===== config.mk =====
export PLATFORM = sky130hd
export DESIGN_NAME = ps2_receiver
export DESIGN_NICKNAME = d
export VERILOG_FILES = /design/src/hdl/board_pkg.sv /design/src/hdl/ps2_receiver.sv
export VERILOG_INCLUDE_DIRS = /design/src /design/src/hdl
export SDC_FILE = /design/constraint.sdc
export NUM_CORES = 1
export LEC_CHECK = 0
export ABC_AREA = 1
export BUFFER_PORTS_ARGS = -buffer_cell sky130_fd_sc_hd__buf_2
export CAP_MARGIN = 0
export CORE_ASPECT_RATIO = 0.9
export CORE_UTILIZATION = 30
export CTS_CLUSTER_SIZE = 28
export DETAILED_ROUTE_END_ITERATION = 6
export PLACE_DENSITY_LB_ADDON = 0.05
export SLEW_MARGIN = 20
export SYNTH_ARGS = -nofsm -noshare
export SYNTH_HDL_FRONTEND = slang
export SYNTH_SLANG_ARGS = --single-unit

===== constraint.sdc =====
create_clock -name CLOCK_50 -period 2.45 [get_ports CLOCK_50]
set_input_delay 0.735 -clock CLOCK_50 [delete_from_list [all_inputs] [get_ports CLOCK_50]]
set_output_delay 0.735 -clock CLOCK_50 [all_outputs]
set_load 0.02 [all_outputs]

===== src/hdl/cpu_board_params.svh =====
`ifndef CPU_BOARD_PARAMS_SVH
`define CPU_BOARD_PARAMS_SVH

// byte address width on fetch and data ports
`define CB_ADDR_W 16

// shared word memory, 2048 words of 32 bits
`define CB_MEM_WORDS 2048
`define CB_WORD_IDX_W 11

// address map
`define CB_ROM_BASE 16'h0000
`define CB_RAM_BASE 16'h1000
`define CB_ART_BASE 16'h2000
`define CB_KEY_BASE 16'h2008

// start, 8 data, parity, stop
`define CB_PS2_FRAME_BITS 11

`endif


===== src/hdl/board_pkg.sv =====
package board_pkg;

    // owner of the memory port in a given cycle
    typedef enum logic [1:0] {
        grant_none,
        grant_data,
        grant_fetch
    } arb_grant_e;

    // data bus target
    typedef enum logic [1:0] {
        dev_mem,
        dev_key,
        dev_uart,
        dev_none
    } dev_sel_e;

    // ps2 frame receive states
    typedef enum logic [1:0] {
        ps2_idle,
        ps2_shift,
        ps2_check
    } ps2_state_e;

    // interrupt vector codes seen by the cpu
    typedef enum logic [3:0] {
        irq_none     = 4'd0,
        irq_keyboard = 4'd1
    } irq_vec_e;

endpackage


===== src/hdl/ps2_receiver.sv =====
`timescale 1ns/1ps
`include "cpu_board_params.svh"

// ps2 keyboard receiver
// deframes 11-bit frames, odd parity, tracks F0 break prefix
module ps2_receiver import board_pkg::*; (
    input  logic       CLOCK_50,
    input  logic       KEY0,
    input  logic       ps2_clk,
    input  logic       ps2_dat,
    output logic [7:0] scan_code,
    output logic       key_pressed,
    output logic       key_released
);

    // bits after the start bit: data, parity, stop
    localparam int         TAIL_BITS  = `CB_PS2_FRAME_BITS - 1;
    localparam logic [3:0] LAST_BIT   = 4'(TAIL_BITS - 1);
    localparam logic [7:0] BREAK_CODE = 8'hf0;
    localparam logic [7:0] EXT_CODE   = 8'he0;

    logic [1:0]           clk_sync;
    logic [1:0]           dat_sync;
    logic                 clk_prev;
    logic                 clk_fall;
    ps2_state_e           state;
    logic [3:0]           bit_cnt;
    logic [TAIL_BITS-1:0] frame;
    logic [7:0]           code;
    logic                 parity_ok;
    logic                 stop_ok;
    logic                 break_armed;

    // two-flop synchronizers, lines idle high
    always_ff @(posedge CLOCK_50 or negedge KEY0) begin
        if (!KEY0) begin
            clk_sync <= 2'b11;
            dat_sync <= 2'b11;
            clk_prev <= 1'b1;
        end else begin
            clk_sync <= {clk_sync[0], ps2_clk};
            dat_sync <= {dat_sync[0], ps2_dat};
            clk_prev <= clk_sync[1];
        end
    end

    // device changes data on rising edge, sample on falling
    assign clk_fall = clk_prev && !clk_sync[1];

    // shift in lsb first, stop bit ends up on top
    always_ff @(posedge CLOCK_50) begin
        if (state == ps2_shift && clk_fall) begin
            frame <= {dat_sync[1], frame[TAIL_BITS-1:1]};
        end
    end

    assign code      = frame[7:0];
    // odd parity over data plus parity bit
    assign parity_ok = ^frame[8:0];
    assign stop_ok   = frame[TAIL_BITS-1];

    always_ff @(posedge CLOCK_50 or negedge KEY0) begin
        if (!KEY0) begin
            state        <= ps2_idle;
            bit_cnt      <= 4'd0;
            break_armed  <= 1'b0;
            scan_code    <= 8'h00;
            key_pressed  <= 1'b0;
            key_released <= 1'b0;
        end else begin
            // single-cycle pulses
            key_pressed  <= 1'b0;
            key_released <= 1'b0;
            case (state)
                ps2_idle: begin
                    // wait for a low start bit
                    if (clk_fall && !dat_sync[1]) begin
                        state   <= ps2_shift;
                        bit_cnt <= 4'd0;
                    end
                end
                ps2_shift: begin
                    if (clk_fall) begin
                        if (bit_cnt == LAST_BIT) begin
                            state <= ps2_check;
                        end else begin
                            bit_cnt <= bit_cnt + 4'd1;
                        end
                    end
                end
                ps2_check: begin
                    state <= ps2_idle;
                    // bad frames vanish here
                    if (parity_ok && stop_ok) begin
                        if (code == BREAK_CODE) begin
                            break_armed <= 1'b1;
                        end else if (code != EXT_CODE) begin
                            if (break_armed) begin
                                key_released <= 1'b1;
                                break_armed  <= 1'b0;
                            end else begin
                                key_pressed <= 1'b1;
                                scan_code   <= code;
                            end
                        end
                    end
                end
                default: state <= ps2_idle;
            endcase
        end
    end

endmodule


==> flow_summary.ini <==
[status]
status = finished, final reports clean

[logic_synthesis]
synthDistinctLibCells = 27
syn-num-nets = 141
synth_top_area_frac = 0.3022
ys_async_sr_fraction = 0.6875
mappedNetlistArea_um2 = 1408
synth_top_cell_by_area = dfrtp_1
yosysSeqAreaShare = 0.6089
syn_inst = 130
synth_flop_cell = dfrtp_1
synth_warnings = 0
synth_area_leaders = dfrtp_1 30%, edfxtp_1 21%, dfstp_2 9.3%
synth_edf_count = 10
syn_area_per_cell_um2 = 10.83
ys_ff_latch = 32
synthTopCellsByCount = 28 x nand2_1, 17 x dfrtp_1, 16 x inv_1
post-synth-top-count-cell = nand2_1

[floorplanning]
die_h_um = 66.99
die_area_um2 = 4971
rows = 23
ios = 14
initial_core_util = 0.3135
core_region_area_um2 = 4489
chipWidth_um = 74.21

[run]
maxCapViolations = 0

[timing]
setup-violations-final = 0
hold_slack_ps = 355.4
rsz0062_at_grt = no
slew_headroom = 0.6798
tightest_slew_ps = 480.3
maxSlewViolCount = 0
worst_clock_skew_ps = 3.480
fin_crit_ps = 2035
layout_setup_ws_ps = 414.7
max_freq_mhz = 491.3
hold_viol = 0
setup_tns_ps = 0
finalCritPeriodShare = 0.8307

[power]
p_leak_nw = 0.8053
peakVddDrop_mv = 0.1967
power_density_nw_per_um2 = 754.5
finalPower_w = 0.001222

[route]
drcViolationCount = 0
wl_mm = 2.418
m1WireLength_mm = 1.351
wl_per_cell_um = 11.41
postRouteAntennaNets = 0
wl_met2_um = 938
vias = 921
drt_first_pass_iters = 4
viasPerCell = 4.344
route.top_layer_used = met4
wl_met3_um = 100
first_iter_violations = 38

[global_routing]
grtUsageTotal = 0.1187
grt_start_max_net_pins = 23
grt_pass1_vias = 856
gr-total-overflow = 0
antenna_found_initial = 0
grt_pass1_wl_mm = 4.133

[worst_setup_path]
cp_slowest_stage_delay_ps = 380
setup.worst_path.class = reg2reg
cp_slowest_cell = edfxtp_1
crit_top_cell = nand2_1
critPathCaptureType = register
startpoint_type = register
cp_data_arrival_time_ps = 2200
regToRegStartpoint = frame[2]
r2r_setup_slack_ps = 410
crit_start = frame[2]
reg2reg_to = scan_code[1]
cp_max_fo = 12
required_ps = 2620
crit_chain = inv_1 > ha_1 > inv_1 > nand2_2 > nand2_1 > nand2_1 > nand3_1 > nand2_1 > nor2_2 > nand3_2 > nand2_1 > nand2_1
endpoint = scan_code[1]
worst_r2r_path_depth = 12

[cells_and_area]
fillers = 461
antennaDiodeCount = 0
syn_to_final_growth_pct = 15.02
finalNetCount = 160
drive_gt1_frac = 0.2400

[cts]
worstSkewPairLatency_ps = 280
root_buffer = clkbuf_8
clk_pin_slew_ps = 60
clockBufferDepth = 2
cts_sinks = 32
post_cts_resize_count = 0
post_cts_buffers = 0
holdBufCountCts = 0
cts_tree = built
numCtsBuffers = 5
h-tree-depth = 2

[place]
dpl.hpwl_mm = 1.749
port-buffer-count = 13
pre_cts_ws_ps = 427.8
gp_congestion = 0.7228

[min_path]
hp-class = reg2reg
==> worst max-delay path: cells and delay by family (launching register included) <==
| kind | cells | cell delay [ps] |
|---|---|---|
| and+or+nand+nor | 9 | 1110 |
| DFF | 1 | 380 |
| adders and majority gates | 1 | 300 |
| buffers and inverters | 2 | 130 |
==> how the worst min path moves through the flow <==
stage                            from     endpoint  depth (start not counted)
after floorplan           clk_sync[0]  clk_sync[1]                          0
final                     dat_sync[0]  dat_sync[1]                          0
after detailed placement  clk_sync[0]  clk_sync[1]                          0
after CTS                 clk_sync[0]  clk_sync[1]                          0
after global routing      dat_sync[0]  dat_sync[1]                          0
after global placement    dat_sync[0]  dat_sync[1]                          0
==> layout by cell type, fill, tap and decap left out <==
| cell | n |
|---|---|
| nand2_1 | 28 |
| dfrtp_1 | 17 |
| inv_1 | 16 |
| buf_2 | 13 |
| edfxtp_1 | 10 |
| nand3_1 | 9 |
| nand4_1 | 9 |
| ha_1 | 7 |
| dfstp_2 | 5 |
| clkbuf_8 | 5 |
| nor2_1 | 4 |
| inv_2 | 3 |
| xor2_1 | 3 |
| nand2_2 | 2 |
| nand3_2 | 2 |
| o21ai_0 | 2 |
| clkbuf_1 | 2 |
| and3_1 | 1 |
| o21ai_2 | 1 |
| a21oi_1 | 1 |
| nor2_2 | 1 |
| nor3_2 | 1 |
| nor2_4 | 1 |
| o22ai_1 | 1 |
| mux2i_1 | 1 |
| nand3b_1 | 1 |
| or2_2 | 1 |
| o21ai_1 | 1 |
| clkinv_1 | 1 |
| buf_4 | 1 |
==> layer usage <==
layer  track usage  vias up
li1              -      471
met3       0.05900        4
met1        0.1665      431
met5             0        -
met2        0.1489       15
met4       0.05048        0
==> power by group <==
part,total [W],internal (W),switching [W]
registers,0.000660,0.000614,0.0000463
clock network,0.000377,0.000197,0.000180
logic,0.000184,0.0000708,0.000114
==> area by class of cell <==
class | instances | area, um^2 | area share
inverters | 19 | 71.32 | 0.04405
clock buffers | 7 | 76.32 | 0.04714
multi-input cells | 77 | 460.4 | 0.2844
flip-flops and latches | 32 | 857.1 | 0.5294
clock inverters | 1 | 3.754 | 0.002318
well taps | 62 | 77.57 | 0.04791
repair buffers | 14 | 72.57 | 0.04482
==> metrics by stage <==
| stage | cells | instance area (um^2) | util |
|---|---|---|---|
| 5_1_grt | 212 | 1619 | 0.3606 |
| 3_3_place_gp | 204 | 1539 | 0.3428 |
| 6_report | 212 | 1619 | 0.3606 |
| 2_1_floorplan | 130 | 1408 | - |
| 4_1_cts | 212 | 1619 | 0.3606 |
| 3_5_place_dp | 204 | 1539 | 0.3428 |
==> registers in the layout (all words and copies together) (netlist names) <==
signal / count
frame: 10
scan_code: 8
bit_cnt: 4
clk_sync: 2
dat_sync: 2
state: 2
break_armed: 1
clk_prev: 1
key_pressed: 1
key_released: 1
==> logic make-up (layout without fill, tap and decap cells) <==
| group | Yosys count | in the layout | share of synthesized area |
|---|---|---|---|
| simple gates | 60 | 60 | 0.2142 |
| flops | 32 | 32 | 0.6089 |
| buf+inv | 21 | 41 | 0.06400 |
| fa+ha+maj | 7 | 7 | 0.06222 |
| compound gates | 6 | 6 | 0.02489 |
| xor+xnor | 3 | 3 | 0.01867 |
| mux | 1 | 1 | 0.007111 |
No activity file was read; power rests on OpenSTA's default activity.
