$ cat src/hdl/cpu_board_params.svh
`ifndef CPU_BOARD_PARAMS_SVH
`define CPU_BOARD_PARAMS_SVH

// byte address width on fetch and data ports
`define CB_ADDR_W 16

// shared word memory, 2048 words of 32 bits
`define CB_MEM_WORDS 2048
`define CB_WORD_IDX_W 11

// address map
`define CB_ROM_BASE 16'h0000
`define CB_RAM_BASE 16'h1000
`define CB_ART_BASE 16'h2000
`define CB_KEY_BASE 16'h2008

// start, 8 data, parity, stop
`define CB_PS2_FRAME_BITS 11

`endif

$ cat src/hdl/board_pkg.sv
package board_pkg;

    // owner of the memory port in a given cycle
    typedef enum logic [1:0] {
        grant_none,
        grant_data,
        grant_fetch
    } arb_grant_e;

    // data bus target
    typedef enum logic [1:0] {
        dev_mem,
        dev_key,
        dev_uart,
        dev_none
    } dev_sel_e;

    // ps2 frame receive states
    typedef enum logic [1:0] {
        ps2_idle,
        ps2_shift,
        ps2_check
    } ps2_state_e;

    // interrupt vector codes seen by the cpu
    typedef enum logic [3:0] {
        irq_none     = 4'd0,
        irq_keyboard = 4'd1
    } irq_vec_e;

endpackage

$ cat src/hdl/mem_bus_if.sv
`timescale 1ns/1ps
`include "cpu_board_params.svh"

// one word-wide memory access path
// req is a single-cycle level, read data follows one cycle later
interface mem_bus_if;

    logic                      req;
    logic                      we;
    logic [`CB_WORD_IDX_W-1:0] idx;
    logic [31:0]               wdata;
    logic [31:0]               rdata;

    // side that issues accesses
    modport requester (
        output req, we, idx, wdata,
        input  rdata
    );

    // side that serves them
    modport responder (
        input  req, we, idx, wdata,
        output rdata
    );

endinterface

$ cat src/hdl/mem_arbiter.sv
`timescale 1ns/1ps
`include "cpu_board_params.svh"

// shares the word memory between the data bus and instruction fetch
// data side always wins, fetch waits and is told by fetch_valid
module mem_arbiter import board_pkg::*; (
    input  logic                  CLOCK_50,
    input  logic                  KEY0,
    mem_bus_if.responder          data_side,
    mem_bus_if.requester          ram,
    input  logic                  fetch_req,
    input  logic [`CB_ADDR_W-1:0] fetch_addr,
    output logic                  fetch_valid,
    output logic [31:0]           instruction
);

    // grant this cycle
    arb_grant_e grant;
    // owner of the word now coming out of the ram
    arb_grant_e grant_q;

    logic [`CB_WORD_IDX_W-1:0] fetch_idx;
    // index of the fetch issued last cycle
    logic [`CB_WORD_IDX_W-1:0] fetch_idx_q;
    logic                      fetch_repeat;
    logic                      fetch_ok;

    // byte address to word index
    assign fetch_idx = fetch_addr[`CB_WORD_IDX_W+1:2];

    // requester still shows the returning fetch's address
    // so do not issue that one twice
    assign fetch_repeat = (grant_q == grant_fetch) && (fetch_idx == fetch_idx_q);
    assign fetch_ok     = fetch_req && !fetch_repeat;

    // fixed priority pick
    always_comb begin
        if (data_side.req) begin
            grant = grant_data;
        end else if (fetch_ok) begin
            grant = grant_fetch;
        end else begin
            grant = grant_none;
        end
    end

    // forward the winner to the ram
    assign ram.req   = (grant != grant_none);
    assign ram.we    = (grant == grant_data) && data_side.we;
    assign ram.idx   = (grant == grant_data) ? data_side.idx : fetch_idx;
    assign ram.wdata = data_side.wdata;

    // remember who gets the read data next cycle
    // writes return nothing
    always_ff @(posedge CLOCK_50 or negedge KEY0) begin
        if (!KEY0) begin
            grant_q <= grant_none;
        end else begin
            grant_q <= ram.we ? grant_none : grant;
        end
    end

    always_ff @(posedge CLOCK_50) begin
        if (grant == grant_fetch) begin
            fetch_idx_q <= fetch_idx;
        end
    end

    // return paths
    assign data_side.rdata = (grant_q == grant_data) ? ram.rdata : '0;
    assign fetch_valid     = (grant_q == grant_fetch);

    // memory holds words little endian, core wants them reversed
    assign instruction = {ram.rdata[7:0], ram.rdata[15:8],
                          ram.rdata[23:16], ram.rdata[31:24]};

endmodule

$ cat src/flat_wrapper.sv
// flat-port wrapper written by rule: the top's interface ports become plain ports
module mem_arbiter_flat import board_pkg::*;
  (CLOCK_50, KEY0, fetch_req, fetch_addr, fetch_valid, instruction, data_side_req, data_side_we, data_side_idx, data_side_wdata, data_side_rdata, ram_req, ram_we, ram_idx, ram_wdata, ram_rdata);
  mem_bus_if data_side_i ();
  mem_bus_if ram_i ();
  input  logic CLOCK_50;
  input  logic KEY0;
  input  logic fetch_req;
  input  logic [`CB_ADDR_W-1:0] fetch_addr;
  output logic fetch_valid;
  output logic [31:0] instruction;
  input wire logic [$bits(data_side_i.req)-1:0] data_side_req;
  input wire logic [$bits(data_side_i.we)-1:0] data_side_we;
  input wire logic [$bits(data_side_i.idx)-1:0] data_side_idx;
  input wire logic [$bits(data_side_i.wdata)-1:0] data_side_wdata;
  output wire logic [$bits(data_side_i.rdata)-1:0] data_side_rdata;
  output wire logic [$bits(ram_i.req)-1:0] ram_req;
  output wire logic [$bits(ram_i.we)-1:0] ram_we;
  output wire logic [$bits(ram_i.idx)-1:0] ram_idx;
  output wire logic [$bits(ram_i.wdata)-1:0] ram_wdata;
  input wire logic [$bits(ram_i.rdata)-1:0] ram_rdata;
  assign data_side_i.req = data_side_req;
  assign data_side_i.we = data_side_we;
  assign data_side_i.idx = data_side_idx;
  assign data_side_i.wdata = data_side_wdata;
  assign data_side_rdata = data_side_i.rdata;
  assign ram_req = ram_i.req;
  assign ram_we = ram_i.we;
  assign ram_idx = ram_i.idx;
  assign ram_wdata = ram_i.wdata;
  assign ram_i.rdata = ram_rdata;
  mem_arbiter u_core (.CLOCK_50(CLOCK_50), .KEY0(KEY0), .data_side(data_side_i), .ram(ram_i), .fetch_req(fetch_req), .fetch_addr(fetch_addr), .fetch_valid(fetch_valid), .instruction(instruction));
endmodule
$ cat config.mk
export PLATFORM = sky130hd
export DESIGN_NAME = mem_arbiter_flat
export DESIGN_NICKNAME = d
export VERILOG_FILES = /design/src/hdl/board_pkg.sv /design/src/hdl/mem_bus_if.sv /design/src/hdl/mem_arbiter.sv /design/src/flat_wrapper.sv
export VERILOG_INCLUDE_DIRS = /design/src /design/src/hdl
export SDC_FILE = /design/constraint.sdc
export NUM_CORES = 1
export LEC_CHECK = 0
export BUFFER_PORTS_ARGS = -buffer_cell sky130_fd_sc_hd__buf_2
export CORE_AREA = 4 4 77 79
export CTS_CLUSTER_SIZE = 20
export DETAILED_ROUTE_END_ITERATION = 8
export DIE_AREA = 0 0 81 83
export PLACE_DENSITY = 0.74
export SLEW_MARGIN = 0
export SYNTH_ARGS = -nofsm -noshare
export SYNTH_HDL_FRONTEND = slang
export SYNTH_SLANG_ARGS = --single-unit
$ cat constraint.sdc
create_clock -name CLOCK_50 -period 3.8 [get_ports CLOCK_50]
set_input_delay 0.76 -clock CLOCK_50 [delete_from_list [all_inputs] [get_ports CLOCK_50]]
set_output_delay 0.76 -clock CLOCK_50 [all_outputs]
set_load 0.02 [all_outputs]
==> results.yml, run 1 <==
placed_design:
  portBuffers: 136
  dp_slack_ns: 1.28
  place_congestion: 0.644
  place_hpwl_um: 3580
critical_path:
  crit_path_frequent_cell: "buf_2"
  critPathSlowestCell: "nor4_4"
  cp_slowest_stage_delay_ns: 0.35
  crit_type: "in2out"
  crit_fanout: 3
  cp-start-kind: "input port"
  cp_top_family: "simple AND/OR/NAND/NOR gates"
  worst_ep_arrival_time_ns: 1.73
  cp-end-kind: "primary output"
  cp_num_buf_inv: 2
  path_cells: "buf_2, xor2_1, nor4_4, a41oi_1, buf_2"
  worstPathRequired_ns: 3.04
logic_synthesis:
  synth_top_area_share_pct: 34.4
  syn_area_per_cell_sq_um: 9.53
  synth_seq_area_share_pct: 26.8
  synth_area_leaders: "buf_4 (34%), edfxtp_1 (23%), and2_1 (15%), mux2_2 (7.1%), xor2_1 (4.9%)"
  ys_types: 18
  yosys_warnings: 0
  syn_nets: 245
  synth_area_sq_um: 1420
  synth_area_leader_cell: "buf_4"
  syn_inst: 149
  ys_seq_elements: 13
timing:
  worst_pin_slew_ns: 0.970
  final.setup_skew_ns: 0.000964
  min_period_over_period_pct: 65.5
  relSlewSlack_pct: 35.4
  finalMaxSlewViolations: 0
  hold-worst-slack_ns: 0.293
  setup-violations-final: 0
  hold_viol: 0
  fin_crit_ns: 2.49
  rsz0062_at_grt: "no"
  fmax_ghz: 0.402
  fin_ws_ns: 1.31
  setup_tns_ns: 0
pwr:
  p_per_area_nw_per_um2: 270
  leakage_nw: 0.948
  seq_power_share_pct: 35.9
  p_int_uw: 310
  p_sw_uw: 160
  ir_drop_uv: 214
  p_total_uw: 470
  combPwrFrac_pct: 38.2
  clock_power_share_pct: 25.9
  sw_frac_of_total_pct: 34.0
run_status:
  status: "complete, no violations"
clocking:
  postCtsHoldBufs: 0
  cts_buffer_depth: 2
  clock_latency_ns: 0.24
  clock-sinks: 13
  cts_tree: "done"
  cts_root_buffer: "clkbuf_8"
  cts_inserted_buffers: 3
  cts_setup_buffers: 0
  clk_pin_slew_worst_paths_ns: 0.05
  ctsResizeCount: 0
  htree_num_levels: 1
routing:
  wl_per_cell_um: 13.6
  drc_errors: 0
  wl_um: 3970
  firstDrtPassIters: 2
  avgViaCountPerCell: 4.10
  vias: 1198
  drt_iter0_markers: 7
  antenna_left: 0
final_layout:
  most-common-layout-cells: "buf_2 (136), and2_1 (33), edfxtp_1 (11)"
  layout_commonest_cell: "buf_2"
  nNetsFinal: 317
  diodes: 0
  fin_util_pct: 32.6
  drive_above_1_share_pct: 69.5
  syn2layout_area_growth_pct: 22.5
  multi_input_area_sq_um: 534
  fillCellCount: 558
  seq_area_sq_um: 380
grt:
  grt_pass1_wl_um: 5600
  grt_max_degree: 33
  grt_use_total_pct: 10.7
  grt_antenna_before_repair: 0
  first_global_vias: 1168
  grt_overflow: 0
min_path:
  hold_path.class: "in2async"
floorplanning:
  start_util_pct: 26.6
  io_pins: 206
  die_width_um: 81
  core_sq_um: 5340
  die_h_um: 83
  die-area_sq_um: 6720
  rows: 27
run:
  maxCapViolations: 0
-- cell usage after synthesis --
| cell type | instances |
|---|---|
| mux2_1 | 2 |
| buf_2 | 1 |
| inv_1 | 2 |
| and2_1 | 33 |
| a41oi_1 | 1 |
| and2b_1 | 1 |
| mux2_2 | 9 |
| edfxtp_1 | 11 |
| xnor2_1 | 3 |
| and4_4 | 1 |
| buf_4 | 65 |
| nor2b_1 | 1 |
| clkbuf_1 | 3 |
| nor2_1 | 2 |
| nor4_4 | 2 |
| xor2_1 | 8 |
| a311oi_1 | 2 |
| dfrtp_1 | 2 |
-- worst paths after layout --
| kind | from | endpoint | slack, ns | cells after the start |
|---|---|---|---|---|
| setup reg to reg | u_core.fetch_idx_q[1]$_DFFE_PN_ | u_core.fetch_idx_q[8]$_DFFE_PN_ | 1.84 | 3 |
| hold reg to reg | u_core.fetch_idx_q[9]$_DFFE_PN_ | u_core.grant_q[1]$_DFF_PN0_ | 0.82 | 3 |
| hold / removal | KEY0 | u_core.grant_q[1]$_DFF_PN0_ | 0.29 | 1 |
| setup / recovery | fetch_addr[3] | ram_req | 1.31 | 5 |
| min in group CLOCK_50 | data_side_we | u_core.grant_q[0]$_DFF_PN0_ | 0.68 | 2 |
| max in group asynchronous | KEY0 | u_core.grant_q[0]$_DFF_PN0_ | 3.41 | 1 |
-- worst register-to-register path: cells and delay by family (launching register included) --
kind | cells | cell delay (ns)
AOI/OAI and AO/OA | 1 | 0.86
xor gates and xnor gates | 1 | 0.26
DFF | 1 | 0.37
and+or+nand+nor | 1 | 0.09
-- per-layer routing --
layer	vias up	GRT usage [%]	routed length [um]
met3	4	5.42	666
li1	556	-	-
met4	0	3.23	25
met2	112	19.9	1920
met5	-	0	0
met1	526	9.91	1360
-- final cells by class --
class / count / area share [%]
clock buffer: 3 / 2.37
clock inverter: 1 / 0.288
inverter: 2 / 0.432
multi-input combinational: 65 / 30.7
sequential: 13 / 21.9
tap: 72 / 5.18
timing repair buffer: 136 / 39.1
-- sequential cells by signal, summed over array words and instances, names as in the netlist --
signal / count
u_core.fetch_idx_q: 11
u_core.grant_q: 2
-- power by group through the flow --
stage / clock network [mW] / logic (mW) / registers [mW]
finish: 0.122 / 0.179 / 0.169
global route: 0.134 / 0.195 / 0.170
CTS: 0.127 / 0.183 / 0.169
detailed placement: 0 / 0.183 / 0.172
global placement: 0 / 0.179 / 0.171
floorplan: 0 / 0.176 / 0.171
-- per-stage QoR --
stage	std cells	instance area (sq um)
2_1_floorplan	149	1420
3_3_place_gp	288	1690
3_5_place_dp	288	1690
4_1_cts	292	1740
5_1_grt	292	1740
6_report	292	1740
-- cells by family after synthesis --
logic type | synth area share [%]
AND/OR/NAND/NOR | 19.8
flip-flops | 26.8
multiplexers | 8.72
buffers and inverters | 36.0
XOR/XNOR | 6.78
AO/OA/AOI/OAI | 1.85
(Power assumes the default switching activity.)
==> inputs of run 2 (changes only) <==
--- a/config.mk
+++ b/config.mk
@@ -7,11 +7,11 @@
 export NUM_CORES = 1
 export LEC_CHECK = 0
 export BUFFER_PORTS_ARGS = -buffer_cell sky130_fd_sc_hd__buf_2
-export CORE_AREA = 4 4 77 79
+export CORE_MARGIN = 4
+export CORE_UTILIZATION = 27
 export CTS_CLUSTER_SIZE = 20
 export DETAILED_ROUTE_END_ITERATION = 8
-export DIE_AREA = 0 0 81 83
-export PLACE_DENSITY = 0.74
+export PLACE_DENSITY = 0.77
 export SLEW_MARGIN = 0
 export SYNTH_ARGS = -nofsm -noshare
 export SYNTH_HDL_FRONTEND = slang
==> constraint.sdc (replaced) <==
create_clock -name CLOCK_50 -period 2.1 [get_ports CLOCK_50]
set_input_delay 0.42 -clock CLOCK_50 [delete_from_list [all_inputs] [get_ports CLOCK_50]]
set_output_delay 0.42 -clock CLOCK_50 [all_outputs]
set_load 0.02 [all_outputs]
==> run 2 against run 1 <==
Against the previous run: setup slack got worse by 1.1 ns; cell count rose by 0.34%; critical path type is now reg2out; register-to-register slack got worse by 1.3 ns; clock power is 81% higher; design area grew 1.2%; largest cell class unchanged; sequential share of layout area is 0.26 points lower; via count is 1.3% lower; count of clock-buffer cells in the layout rose by 1; highest routed layer unchanged.
==> results.yml, run 2 (synthesis gave the netlist of run 1 again) <==
clocking:
  cts_inserted_buffers: 3
  cts_root_buffer: "clkbuf_8"
  ctsResizeCount: 0
  htree_num_levels: 1
  clk_pin_slew_worst_paths_ns: 0.05
  clock-sinks: 13
  cts_buffer_depth: 2
  cts_setup_buffers: 0
  cts_tree: "done"
  clock_latency_ns: 0.24
timing:
  hold_viol: 0
  fmax_ghz: 0.523
  rsz0062_at_grt: "no"
  final.setup_skew_ns: 0.00131
  fin_crit_ns: 1.91
  setup_tns_ns: 0
  relSlewSlack_pct: 76.0
  min_period_over_period_pct: 91.1
  worst_pin_slew_ns: 0.361
  setup-violations-final: 0
  finalMaxSlewViolations: 0
final_layout:
  max_flop_register: "u_core.fetch_idx_q"
  fin_area_sq_um: 1760
  syn2layout_area_growth_pct: 24.0
  layout_commonest_cell: "buf_2"
  drive_above_1_share_pct: 69.1
  fillCellCount: 543
  most-common-layout-cells: "buf_2 (136), and2_1 (33), edfxtp_1 (11)"
  nNetsFinal: 320
  largest_reg_flops: 11
  top_regs: "u_core.fetch_idx_q (11), u_core.grant_q (2)"
  diodes: 0
grt:
  grt_antenna_before_repair: 0
  grt_use_total_pct: 10.3
  grt_pass1_wl_um: 5090
  grt_max_degree: 28
  grt_overflow: 0
  first_global_vias: 1039
critical_path:
  worstPathRequired_ns: 1.68
  cp_slowest_stage_delay_ns: 0.38
  worst_ep_arrival_time_ns: 1.49
  path_cells: "xor2_1, nor4_4, a41oi_1, buf_2"
  rr_worst_depth: 4
  crit_fanout: 3
  crit_type: "reg2out"
  cp-end-kind: "primary output"
  cp_top_family: "flip-flops"
  critPathSlowestCell: "edfxtp_1"
  path_depth: 4
  cp-start-kind: "register"
  cp_num_buf_inv: 1
routing:
  wl_per_cell_um: 13.1
  drt_iter0_markers: 5
  wl_um: 3840
  antenna_left: 0
  vias: 1182
  drc_errors: 0
  firstDrtPassIters: 3
  avgViaCountPerCell: 4.03
placed_design:
  place_congestion: 0.647
  placed_area_sq_um: 1710
  portBuffers: 136
  place_hpwl_um: 3460
pwr:
  ir_drop_uv: 330
  p_per_area_nw_per_um2: 487
  leakage_nw: 0.960
floorplanning:
  die-area_sq_um: 6480
  start_util_pct: 27.8
  die_width_um: 80.5
  rows: 26
  die_h_um: 80.5
  core_sq_um: 5110
  io_pins: 206
run_status:
  status: "complete, no violations"
run:
  maxCapViolations: 0
min_path:
  hold_path.class: "in2reg"
  whs_path_depth: 2
==> run 2: cell type report <==
class	instances	area (sq um)	area share [%]
inverter	2	7.51	0.426
sequential	13	380	21.6
timing repair buffer	139	706	40.1
clock buffer	4	45.0	2.56
tap	70	87.6	4.98
multi-input combinational	65	534	30.3
==> run 2: worst paths after layout <==
path                                                  from                               to  slack (ns)
setup / recovery           u_core.fetch_idx_q[1]$_DFFE_PN_                          ram_req        0.19
hold / removal                                data_side_we      u_core.grant_q[0]$_DFF_PN0_        0.34
setup reg to reg           u_core.fetch_idx_q[8]$_DFFE_PN_  u_core.fetch_idx_q[9]$_DFFE_PN_        0.57
hold reg to reg            u_core.fetch_idx_q[7]$_DFFE_PN_      u_core.grant_q[1]$_DFF_PN0_        0.81
max in group asynchronous                             KEY0      u_core.grant_q[1]$_DFF_PN0_        1.48
min in group asynchronous                             KEY0      u_core.grant_q[0]$_DFF_PN0_        0.52
==> run 2: what timing repair did <==
item | 4_1_cts | 5_1_grt
endpoints found under the hold margin | 2 | 0
setup endpoints to repair | 0 | 0
hold buffers | 1 | 0
==> run 2: where the power goes <==
part / internal, mW / switching [mW] / leakage [nW]
clock: 0.134 / 0.0874 / 0.0228
sequential: 0.299 / 0.00678 / 0.129
combinational: 0.135 / 0.194 / 0.808
total: 0.568 / 0.288 / 0.960
==> run 2: per-stage QoR <==
stage               setup slack [ns]  hold WS [ns]  power (mW)  util [%]  instances
floorplan                      0.334         0.124       0.630         -        149
global placement               0.318         0.206       0.637      33.4        288
detailed placement             0.305         0.208       0.644      33.4        288
CTS                            0.173         0.339       0.871      34.5        293
global route                  0.0906         0.347       0.907      34.5        293
finish                         0.187         0.343       0.857      34.5        293
==> run 2: layer usage <==
layer	part of all wire (%)	GRT usage, %
met4	0.49	2.53
met2	49	18.0
met5	0	0
met1	35	10.6
met3	15	5.49
