===== src/hdl/cpu_board_params.svh =====
`ifndef CPU_BOARD_PARAMS_SVH
`define CPU_BOARD_PARAMS_SVH

// byte address width on fetch and data ports
`define CB_ADDR_W 16

// shared word memory, 2048 words of 32 bits
`define CB_MEM_WORDS 2048
`define CB_WORD_IDX_W 11

// address map
`define CB_ROM_BASE 16'h0000
`define CB_RAM_BASE 16'h1000
`define CB_ART_BASE 16'h2000
`define CB_KEY_BASE 16'h2008

// start, 8 data, parity, stop
`define CB_PS2_FRAME_BITS 11

`endif


===== src/hdl/board_pkg.sv =====
package board_pkg;

    // owner of the memory port in a given cycle
    typedef enum logic [1:0] {
        grant_none,
        grant_data,
        grant_fetch
    } arb_grant_e;

    // data bus target
    typedef enum logic [1:0] {
        dev_mem,
        dev_key,
        dev_uart,
        dev_none
    } dev_sel_e;

    // ps2 frame receive states
    typedef enum logic [1:0] {
        ps2_idle,
        ps2_shift,
        ps2_check
    } ps2_state_e;

    // interrupt vector codes seen by the cpu
    typedef enum logic [3:0] {
        irq_none     = 4'd0,
        irq_keyboard = 4'd1
    } irq_vec_e;

endpackage


===== src/hdl/mem_bus_if.sv =====
`timescale 1ns/1ps
`include "cpu_board_params.svh"

// one word-wide memory access path
// req is a single-cycle level, read data follows one cycle later
interface mem_bus_if;

    logic                      req;
    logic                      we;
    logic [`CB_WORD_IDX_W-1:0] idx;
    logic [31:0]               wdata;
    logic [31:0]               rdata;

    // side that issues accesses
    modport requester (
        output req, we, idx, wdata,
        input  rdata
    );

    // side that serves them
    modport responder (
        input  req, we, idx, wdata,
        output rdata
    );

endinterface


===== src/hdl/data_bus_decoder.sv =====
`timescale 1ns/1ps
`include "cpu_board_params.svh"

// cpu data bus decode into memory, keyboard register and console strobe
module data_bus_decoder import board_pkg::*; (
    input  logic                  CLOCK_50,
    input  logic                  KEY0,
    input  logic [`CB_ADDR_W-1:0] bus_addr,
    input  logic                  bus_read,
    input  logic                  bus_write,
    input  logic [63:0]           bus_wdata,
    output logic [63:0]           bus_rdata,
    mem_bus_if.requester          mem,
    input  logic [7:0]            scan_code,
    output logic [7:0]            uart_data,
    output logic                  uart_strobe
);

    // size of the memory window in bytes
    localparam int MEM_BYTES = `CB_MEM_WORDS * 4;

    dev_sel_e              sel;
    // target of last cycle's read
    dev_sel_e              sel_q;
    logic [`CB_ADDR_W-1:0] mem_off;
    logic                  rd_q;
    logic [63:0]           read_mux;
    logic [63:0]           rdata_hold;
    logic                  art_wr;
    logic                  art_wr_q;
    logic [7:0]            uart_byte_q;

    // offset into the rom/ram window
    assign mem_off = bus_addr - `CB_ROM_BASE;

    // address classification
    always_comb begin
        if (bus_addr == `CB_KEY_BASE) begin
            sel = dev_key;
        end else if (bus_addr == `CB_ART_BASE) begin
            sel = dev_uart;
        end else if (32'(mem_off) < MEM_BYTES) begin
            sel = dev_mem;
        end else begin
            // unmapped io space
            sel = dev_none;
        end
    end

    // memory accesses go straight out to the arbiter
    assign mem.req   = (bus_read || bus_write) && (sel == dev_mem);
    assign mem.we    = bus_write;
    assign mem.idx   = mem_off[`CB_WORD_IDX_W+1:2];
    assign mem.wdata = bus_wdata[31:0];

    always_ff @(posedge CLOCK_50 or negedge KEY0) begin
        if (!KEY0) begin
            rd_q  <= 1'b0;
            sel_q <= dev_none;
        end else begin
            rd_q <= bus_read;
            if (bus_read) begin
                sel_q <= sel;
            end
        end
    end

    // read return source, zero extended
    always_comb begin
        unique case (sel_q)
            dev_mem: read_mux = {32'b0, mem.rdata};
            dev_key: read_mux = {56'b0, scan_code};
            default: read_mux = '0;
        endcase
    end

    // keep the last read result on the bus between reads
    always_ff @(posedge CLOCK_50 or negedge KEY0) begin
        if (!KEY0) begin
            rdata_hold <= '0;
        end else if (rd_q) begin
            rdata_hold <= read_mux;
        end
    end

    assign bus_rdata = rd_q ? read_mux : rdata_hold;

    // console write strobe, first cycle of the write only
    assign art_wr = bus_write && (sel == dev_uart);

    always_ff @(posedge CLOCK_50 or negedge KEY0) begin
        if (!KEY0) begin
            art_wr_q    <= 1'b0;
            uart_byte_q <= 8'h00;
        end else begin
            art_wr_q <= art_wr;
            if (uart_strobe) begin
                uart_byte_q <= bus_wdata[7:0];
            end
        end
    end

    assign uart_strobe = art_wr && !art_wr_q;
    // byte is valid with the strobe and held until the next one
    assign uart_data   = uart_strobe ? bus_wdata[7:0] : uart_byte_q;

endmodule


===== src/flat_wrapper.sv =====
// flat-port wrapper written by rule: the top's interface ports become plain ports
module data_bus_decoder_flat import board_pkg::*;
  (CLOCK_50, KEY0, bus_addr, bus_read, bus_write, bus_wdata, bus_rdata, scan_code, uart_data, uart_strobe, mem_req, mem_we, mem_idx, mem_wdata, mem_rdata);
  mem_bus_if mem_i ();
  input  logic CLOCK_50;
  input  logic KEY0;
  input  logic [`CB_ADDR_W-1:0] bus_addr;
  input  logic bus_read;
  input  logic bus_write;
  input  logic [63:0] bus_wdata;
  output logic [63:0] bus_rdata;
  input  logic [7:0] scan_code;
  output logic [7:0] uart_data;
  output logic uart_strobe;
  output wire logic [$bits(mem_i.req)-1:0] mem_req;
  output wire logic [$bits(mem_i.we)-1:0] mem_we;
  output wire logic [$bits(mem_i.idx)-1:0] mem_idx;
  output wire logic [$bits(mem_i.wdata)-1:0] mem_wdata;
  input wire logic [$bits(mem_i.rdata)-1:0] mem_rdata;
  assign mem_req = mem_i.req;
  assign mem_we = mem_i.we;
  assign mem_idx = mem_i.idx;
  assign mem_wdata = mem_i.wdata;
  assign mem_i.rdata = mem_rdata;
  data_bus_decoder u_core (.CLOCK_50(CLOCK_50), .KEY0(KEY0), .bus_addr(bus_addr), .bus_read(bus_read), .bus_write(bus_write), .bus_wdata(bus_wdata), .bus_rdata(bus_rdata), .mem(mem_i), .scan_code(scan_code), .uart_data(uart_data), .uart_strobe(uart_strobe));
endmodule

===== config.mk =====
export PLATFORM = sky130hd
export DESIGN_NAME = data_bus_decoder_flat
export DESIGN_NICKNAME = d
export VERILOG_FILES = /design/src/hdl/board_pkg.sv /design/src/hdl/mem_bus_if.sv /design/src/hdl/data_bus_decoder.sv /design/src/flat_wrapper.sv
export VERILOG_INCLUDE_DIRS = /design/src /design/src/hdl
export SDC_FILE = /design/constraint.sdc
export NUM_CORES = 1
export LEC_CHECK = 0
export BUFFER_PORTS_ARGS = -buffer_cell sky130_fd_sc_hd__clkbuf_2
export CORE_AREA = 5 5 92 94
export CTS_CLUSTER_DIAMETER = 200
export DETAILED_ROUTE_END_ITERATION = 16
export DIE_AREA = 0 0 97 99
export PLACE_DENSITY = 0.87
export SLEW_MARGIN = 0
export SYNTH_ARGS = -nofsm -noshare
export SYNTH_HDL_FRONTEND = slang
export SYNTH_SLANG_ARGS = --single-unit

===== constraint.sdc =====
create_clock -name CLOCK_50 -period 5 [get_ports CLOCK_50]
set_input_delay 1 -clock CLOCK_50 [delete_from_list [all_inputs] [get_ports CLOCK_50]]
set_output_delay 1 -clock CLOCK_50 [all_outputs]
set_load 0.05 [all_outputs]

==> results_dict.tcl, run 1 <==
set metrics [dict create \
    slew-limit-headroom 0.401 \
    die_width_um 97 \
    ys_types 21 \
    pwr-share-seq 0.469 \
    cpPeakStageDelay_ns 0.41 \
    cp_max_fo 8 \
    cts_resized 0 \
    syn_nets 413 \
    dr_wl_met3_um 668 \
    rsz0062_at_grt "no" \
    seq_area_frac_synth 0.601 \
    clk_latency_ns 0.34 \
    startpoint_type "primary input" \
    ir_worst_vdd_mv 0.193 \
    io_buffers 161 \
    comb_power_share 0.148 \
    area_growth_syn_to_layout_pct 25.2 \
    crit_chain "clkbuf_2 -> nor4_2 -> nand4_1 -> nor3_4 -> mux2_2 -> clkbuf_2" \
    cp-end-kind "primary output" \
    synth-warning-count 0 \
    crit_type "primary input to primary output" \
    avgViaCountPerCell 4.45 \
    max_cap_violations 0 \
    route.met2.wl_mm 3.32 \
    crit_slowest_cell "mux2_2" \
    placed_cells 498 \
    synthXorXnorAreaFrac 0 \
    dp_slack_ns 1.27 \
    clockBufferDepth 2 \
    die_h_um 99 \
    synth_area_mm2 0.00317 \
    synth_mux_area_frac 0.0537 \
    worst_slew_pin_slew_ns 0.898 \
    grt_usage 0.148 \
    totalWireLength_mm 6.95 \
    power.density_mw_per_mm2 344 \
    drc 0 \
    hold_slack_ns 0.502 \
    p_clk_frac 0.383 \
    ioPinCount 242 \
    wirelength_met1_mm 2.83 \
    core_area_mm2 0.00757 \
    p_switching_mw 0.393 \
    synth_top_family_by_area "buffers and inverters" \
    wire_per_inst_um 13.5 \
    fin_setup_tns_ns 0 \
    finalSetupViolations 0 \
    root_buffer "clkbuf_8" \
    netlist_instances 289 \
    fillers 715 \
    placementRows 32 \
    p_int_mw 0.972 \
    p_total_mw 1.37 \
    grt_pass1_wl_mm 11.5 \
    ys_ff_latch 76 \
    setup_ws_ns 1.30 \
    grt_pass1_vias 2430 \
    top_layer "met4" \
    cts_tree "done" \
    place_congestion 0.810 \
    finClkSkew_ns 0.0126 \
    critPathRequiredTime_ns 4.00 \
    cts_buffers 9 \
    slew_viol_final 0 \
    synthSimpleGateAreaFrac 0.125 \
    synthAdderAreaFrac 0 \
    status "completed" \
    drtPass1Iterations 4 \
    final_util 0.524 \
    avgSynthCellArea_um2 11.0 \
    dieArea_mm2 0.00960 \
    hold_violations 0 \
    leakagePower_nw 2.18 \
    cts_setup_buffers 0 \
    hold_buffers 0 \
    fin_nets 531 \
    htreeDepth 3 \
    place_hpwl_mm 5.37 \
    grt_max_degree 77 \
    clock-sinks 76 \
    dr.first_iter.drc_count 44 \
    switching_share 0.288 \
    period_needed_ns 3.70 \
    vias 2289 \
    antenna_cells 0 \
    crit_arrival_ns 2.70 \
    grt_overflow_total 0 \
    grt_antenna_before_repair 0 \
    synth_compound_area_frac 0.0601 \
    placed_area_mm2 0.00374 \
    clk_pin_slew_ns 0.08 \
    final_cell_area_mm2 0.00397 \
    fmax_mhz 270 \
    hp-class "flop to flop" \
    crit_path_frequent_cell "clkbuf_2" \
    ant_nets 0 \
    drive_above_1_share 0.464 \
    start_util 0.418 \
    path_buf_inv 2 \
    path_delay_family "simple AND/OR/NAND/NOR gates" \
    finalCritPeriodShare 0.740 \
    final_cells 514 \
]
[area by class of cell]
cell class	count	area, um^2	area share
tap	102	128	0.0322
clock buffer	9	124	0.0312
timing repair buffer	162	816	0.206
inverter	35	131	0.0331
clock inverter	7	105	0.0265
multi-input combinational	123	756	0.191
sequential	76	1910	0.481
[power groups by stage]
stage	Sequential (mW)	Clock [mW]	Combinational (mW)
final	0.641	0.523	0.202
after global routing	0.643	0.572	0.219
after CTS	0.641	0.539	0.205
after detailed placement	0.653	0	0.205
after global placement	0.652	0	0.201
after floorplan	0.650	0	0.197
[routing by layer]
metal,vias to the layer above,track usage
met2,111,0.234
met3,14,0.0686
met4,0,0.0529
met5,-,0
met1,1053,0.178
li1,1111,-
[flip-flops by register name, indices dropped and copies added, names as in the netlist]
| register | flops |
|---|---|
| u_core.sel_q | 2 |
| u_core.art_wr_q | 1 |
| u_core.rdata_hold | 64 |
| u_core.uart_byte_q | 8 |
| u_core.rd_q | 1 |
[kinds of logic after synthesis]
| group | count (synthesis) |
|---|---|
| and+or+nand+nor | 72 |
| DFF | 76 |
| muxes | 16 |
| AOI/OAI and AO/OA | 35 |
| buffers and inverters | 90 |
[final timing paths]
check,start,endpoint,slack [ns],depth (start not counted)
min in group asynchronous,KEY0,u_core.rdata_hold[5]$_DFF_PN0_,0.79,1
setup / recovery,bus_addr[12],uart_data[6],1.30,6
hold / removal,u_core.uart_byte_q[7]$_DFF_PN0_,u_core.uart_byte_q[7]$_DFF_PN0_,0.50,1
hold reg to reg,u_core.uart_byte_q[7]$_DFF_PN0_,u_core.uart_byte_q[7]$_DFF_PN0_,0.50,1
setup reg to reg,u_core.sel_q[0]$_DFFE_PN1P_,u_core.rdata_hold[16]$_DFF_PN0_,3.29,4
max in group asynchronous,KEY0,u_core.rd_q$_DFF_PN0_,3.61,1
[layout by cell type (no fill, tap or decap), drive strengths merged, types with 4 or more instances in the layout]
cell type,synthesis,routed
clkbuf,8,169
dfrtp,74,74
inv,35,38
nor2b,32,32
nand2,26,26
o21ai,24,24
o22ai,10,10
mux2i,8,8
mux2,8,8
nor2,4,4
nor4,4,4
[synth_stat cells]
cell	count	area (um^2)
nor3b_1	1	7.51
mux2i_1	8	80.1
nor3_4	1	16.3
inv_1	35	131
nand4_1	2	12.5
nor2_1	4	15.0
and3_1	1	6.26
nor2b_1	32	200
nor4_1	3	18.8
clkbuf_1	8	30.0
dfstp_2	2	52.6
nor4_2	1	12.5
o22ai_1	10	62.6
buf_4	44	330
o31ai_1	1	7.51
nand2_1	26	97.6
nor4b_1	1	8.76
buf_2	3	15.0
o21ai_0	24	120
dfrtp_1	74	1850
mux2_2	8	90.1
Note: power is estimated with default switching activity, not from simulation.
==> run 2: changes to the inputs <==
--- a/config.mk
+++ b/config.mk
@@ -7,11 +7,11 @@
 export NUM_CORES = 1
 export LEC_CHECK = 0
 export BUFFER_PORTS_ARGS = -buffer_cell sky130_fd_sc_hd__clkbuf_2
-export CORE_AREA = 5 5 92 94
+export CORE_AREA = 5 5 95 97
 export CTS_CLUSTER_DIAMETER = 200
 export DETAILED_ROUTE_END_ITERATION = 16
-export DIE_AREA = 0 0 97 99
-export PLACE_DENSITY = 0.87
+export DIE_AREA = 0 0 100 102
+export PLACE_DENSITY = 0.83
 export SLEW_MARGIN = 0
 export SYNTH_ARGS = -nofsm -noshare
 export SYNTH_HDL_FRONTEND = slang
==> constraint.sdc (replaced) <==
create_clock -name CLOCK_50 -period 3.5 [get_ports CLOCK_50]
set_input_delay 0.7 -clock CLOCK_50 [delete_from_list [all_inputs] [get_ports CLOCK_50]]
set_output_delay 0.7 -clock CLOCK_50 [all_outputs]
set_load 0.05 [all_outputs]
==> results_dict.tcl, run 2 (synthesis gave the netlist of run 1 again) <==
set metrics [dict create \
    power.density_mw_per_mm2 505 \
    fmax_mhz 320 \
    fin_setup_tns_ns 0 \
    startpoint_type "primary input" \
    max_cap_violations 0 \
    htreeDepth 3 \
    fin_nets 532 \
    grt_usage 0.146 \
    crit_type "primary input to primary output" \
    hp-class "primary input to async pin" \
    core_area_mm2 0.00805 \
    drtPass1Iterations 4 \
    worstRegToRegCells 5 \
    final_cell_mix "clkbuf_2, dfrtp_1, inv_1" \
    dr.first_iter.drc_count 50 \
    rsz0062_at_grt "no" \
    ant_nets 0 \
    cts_tree "done" \
    crit_arrival_ns 2.42 \
    place_hpwl_mm 5.41 \
    start_util 0.393 \
    clk_latency_ns 0.34 \
    finalSetupViolations 0 \
    antenna_cells 0 \
    area_growth_syn_to_layout_pct 26.3 \
    cp-end-kind "primary output" \
    top_regs "u_core.rdata_hold x64, u_core.uart_byte_q x8, u_core.sel_q x2" \
    status "completed" \
    timing.rr.end "u_core.rdata_hold[25]$_DFF_PN0_" \
    crit_path_frequent_cell "clkbuf_2" \
    clk_pin_slew_ns 0.08 \
    cp_max_fo 8 \
    crit_slowest_cell "nor4_1" \
    cpPeakStageDelay_ns 0.41 \
    final_common_cell "clkbuf_2" \
    r2r_slack_ns 1.95 \
    period_needed_ns 3.12 \
    io_buffers 161 \
    p_total_mw 2.02 \
    place_congestion 0.804 \
    ir_worst_vdd_mv 0.267 \
    hold_violations 0 \
    drive_above_1_share 0.467 \
    worst_slew_pin_slew_ns 0.912 \
    cts_resized 0 \
    largest_reg_flops 64 \
    r2r_start "u_core.sel_q[0]$_DFFE_PN1P_" \
    leakagePower_nw 2.20 \
    path_buf_inv 2 \
    clock-sinks 76 \
    avgViaCountPerCell 4.44 \
    vias 2301 \
    grt_overflow_total 0 \
    wire_per_inst_um 13.9 \
    placementRows 33 \
    path_delay_family "simple AND/OR/NAND/NOR gates" \
    grt_pass1_wl_mm 11.7 \
    cts_setup_buffers 0 \
    grt_max_degree 77 \
    totalWireLength_mm 7.19 \
    critPathRequiredTime_ns 2.80 \
    root_buffer "clkbuf_8" \
    die_h_um 102 \
    ioPinCount 242 \
    finalCritPeriodShare 0.892 \
    grt_pass1_vias 2493 \
    slew-limit-headroom 0.392 \
    largest-register "u_core.rdata_hold" \
    cts_buffers 9 \
    die_width_um 100 \
    hold_buffers 0 \
    slew_viol_final 0 \
    crit_chain "clkbuf_2 -> nor4_1 -> nand4_1 -> nor3_4 -> mux2_2 -> clkbuf_2" \
    grt_antenna_before_repair 0 \
    dieArea_mm2 0.0102 \
    finClkSkew_ns 0.0114 \
    clockBufferDepth 2 \
    drc 0 \
]
run 2: cell types whose count changed in the layout (fill, tap and decap cells not counted):
cell / before / now
buf_4: 2 / 3
nor4b_1: 1 / 0
clkinvlp_4: 1 / 0
clkinv_2: 0 / 1
bufinv_16: 2 / 3
inv_8: 1 / 0
nor4b_2: 0 / 1
run 2: worst max path at each step:
stage | from | to | slack [ns] | cells past startpoint
final | bus_addr[5] | uart_data[1] | 0.38 | 6
after CTS | bus_addr[5] | uart_data[1] | 0.37 | 6
after global placement | bus_addr[2] | uart_data[2] | 0.38 | 6
after global routing | bus_addr[5] | uart_data[1] | 0.23 | 6
after detailed placement | bus_addr[5] | uart_data[1] | 0.37 | 6
after floorplan | bus_addr[13] | mem_req | 0.55 | 1
run 2: cell type report:
cell class,count,area (um^2)
tap,105,131
multi-input combinational,123,762
inverter,35,131
timing repair buffer,163,823
sequential,76,1910
clock buffer,9,124
fill,743,4050
clock inverter,7,121
run 2: metrics by stage:
stage / area [um^2] / cells / util / hold slack [ns] / worst slack (ns)
after floorplan: 3170 / 289 / - / 0.404 / 0.545
final: 4000 / 518 / 0.497 / 0.499 / 0.379
after detailed placement: 3750 / 502 / 0.466 / 0.487 / 0.368
after global routing: 4000 / 518 / 0.497 / 0.502 / 0.231
after global placement: 3750 / 502 / 0.466 / 0.481 / 0.381
after CTS: 4000 / 518 / 0.497 / 0.506 / 0.367
run 2: power breakdown:
group	switching (mW)	leakage [nW]	internal, mW	total [mW]
logic	0.218	1.04	0.0720	0.290
registers	0.0115	1.04	0.905	0.916
clock network	0.334	0.124	0.479	0.813
run 2: per-layer routing:
metal	vias up	track usage	wire length, um
li1	1112	-	-
met1	1053	0.175	2820
met2	120	0.236	3540
met3	16	0.0573	697
met4	0	0.0591	138
met5	-	0	0
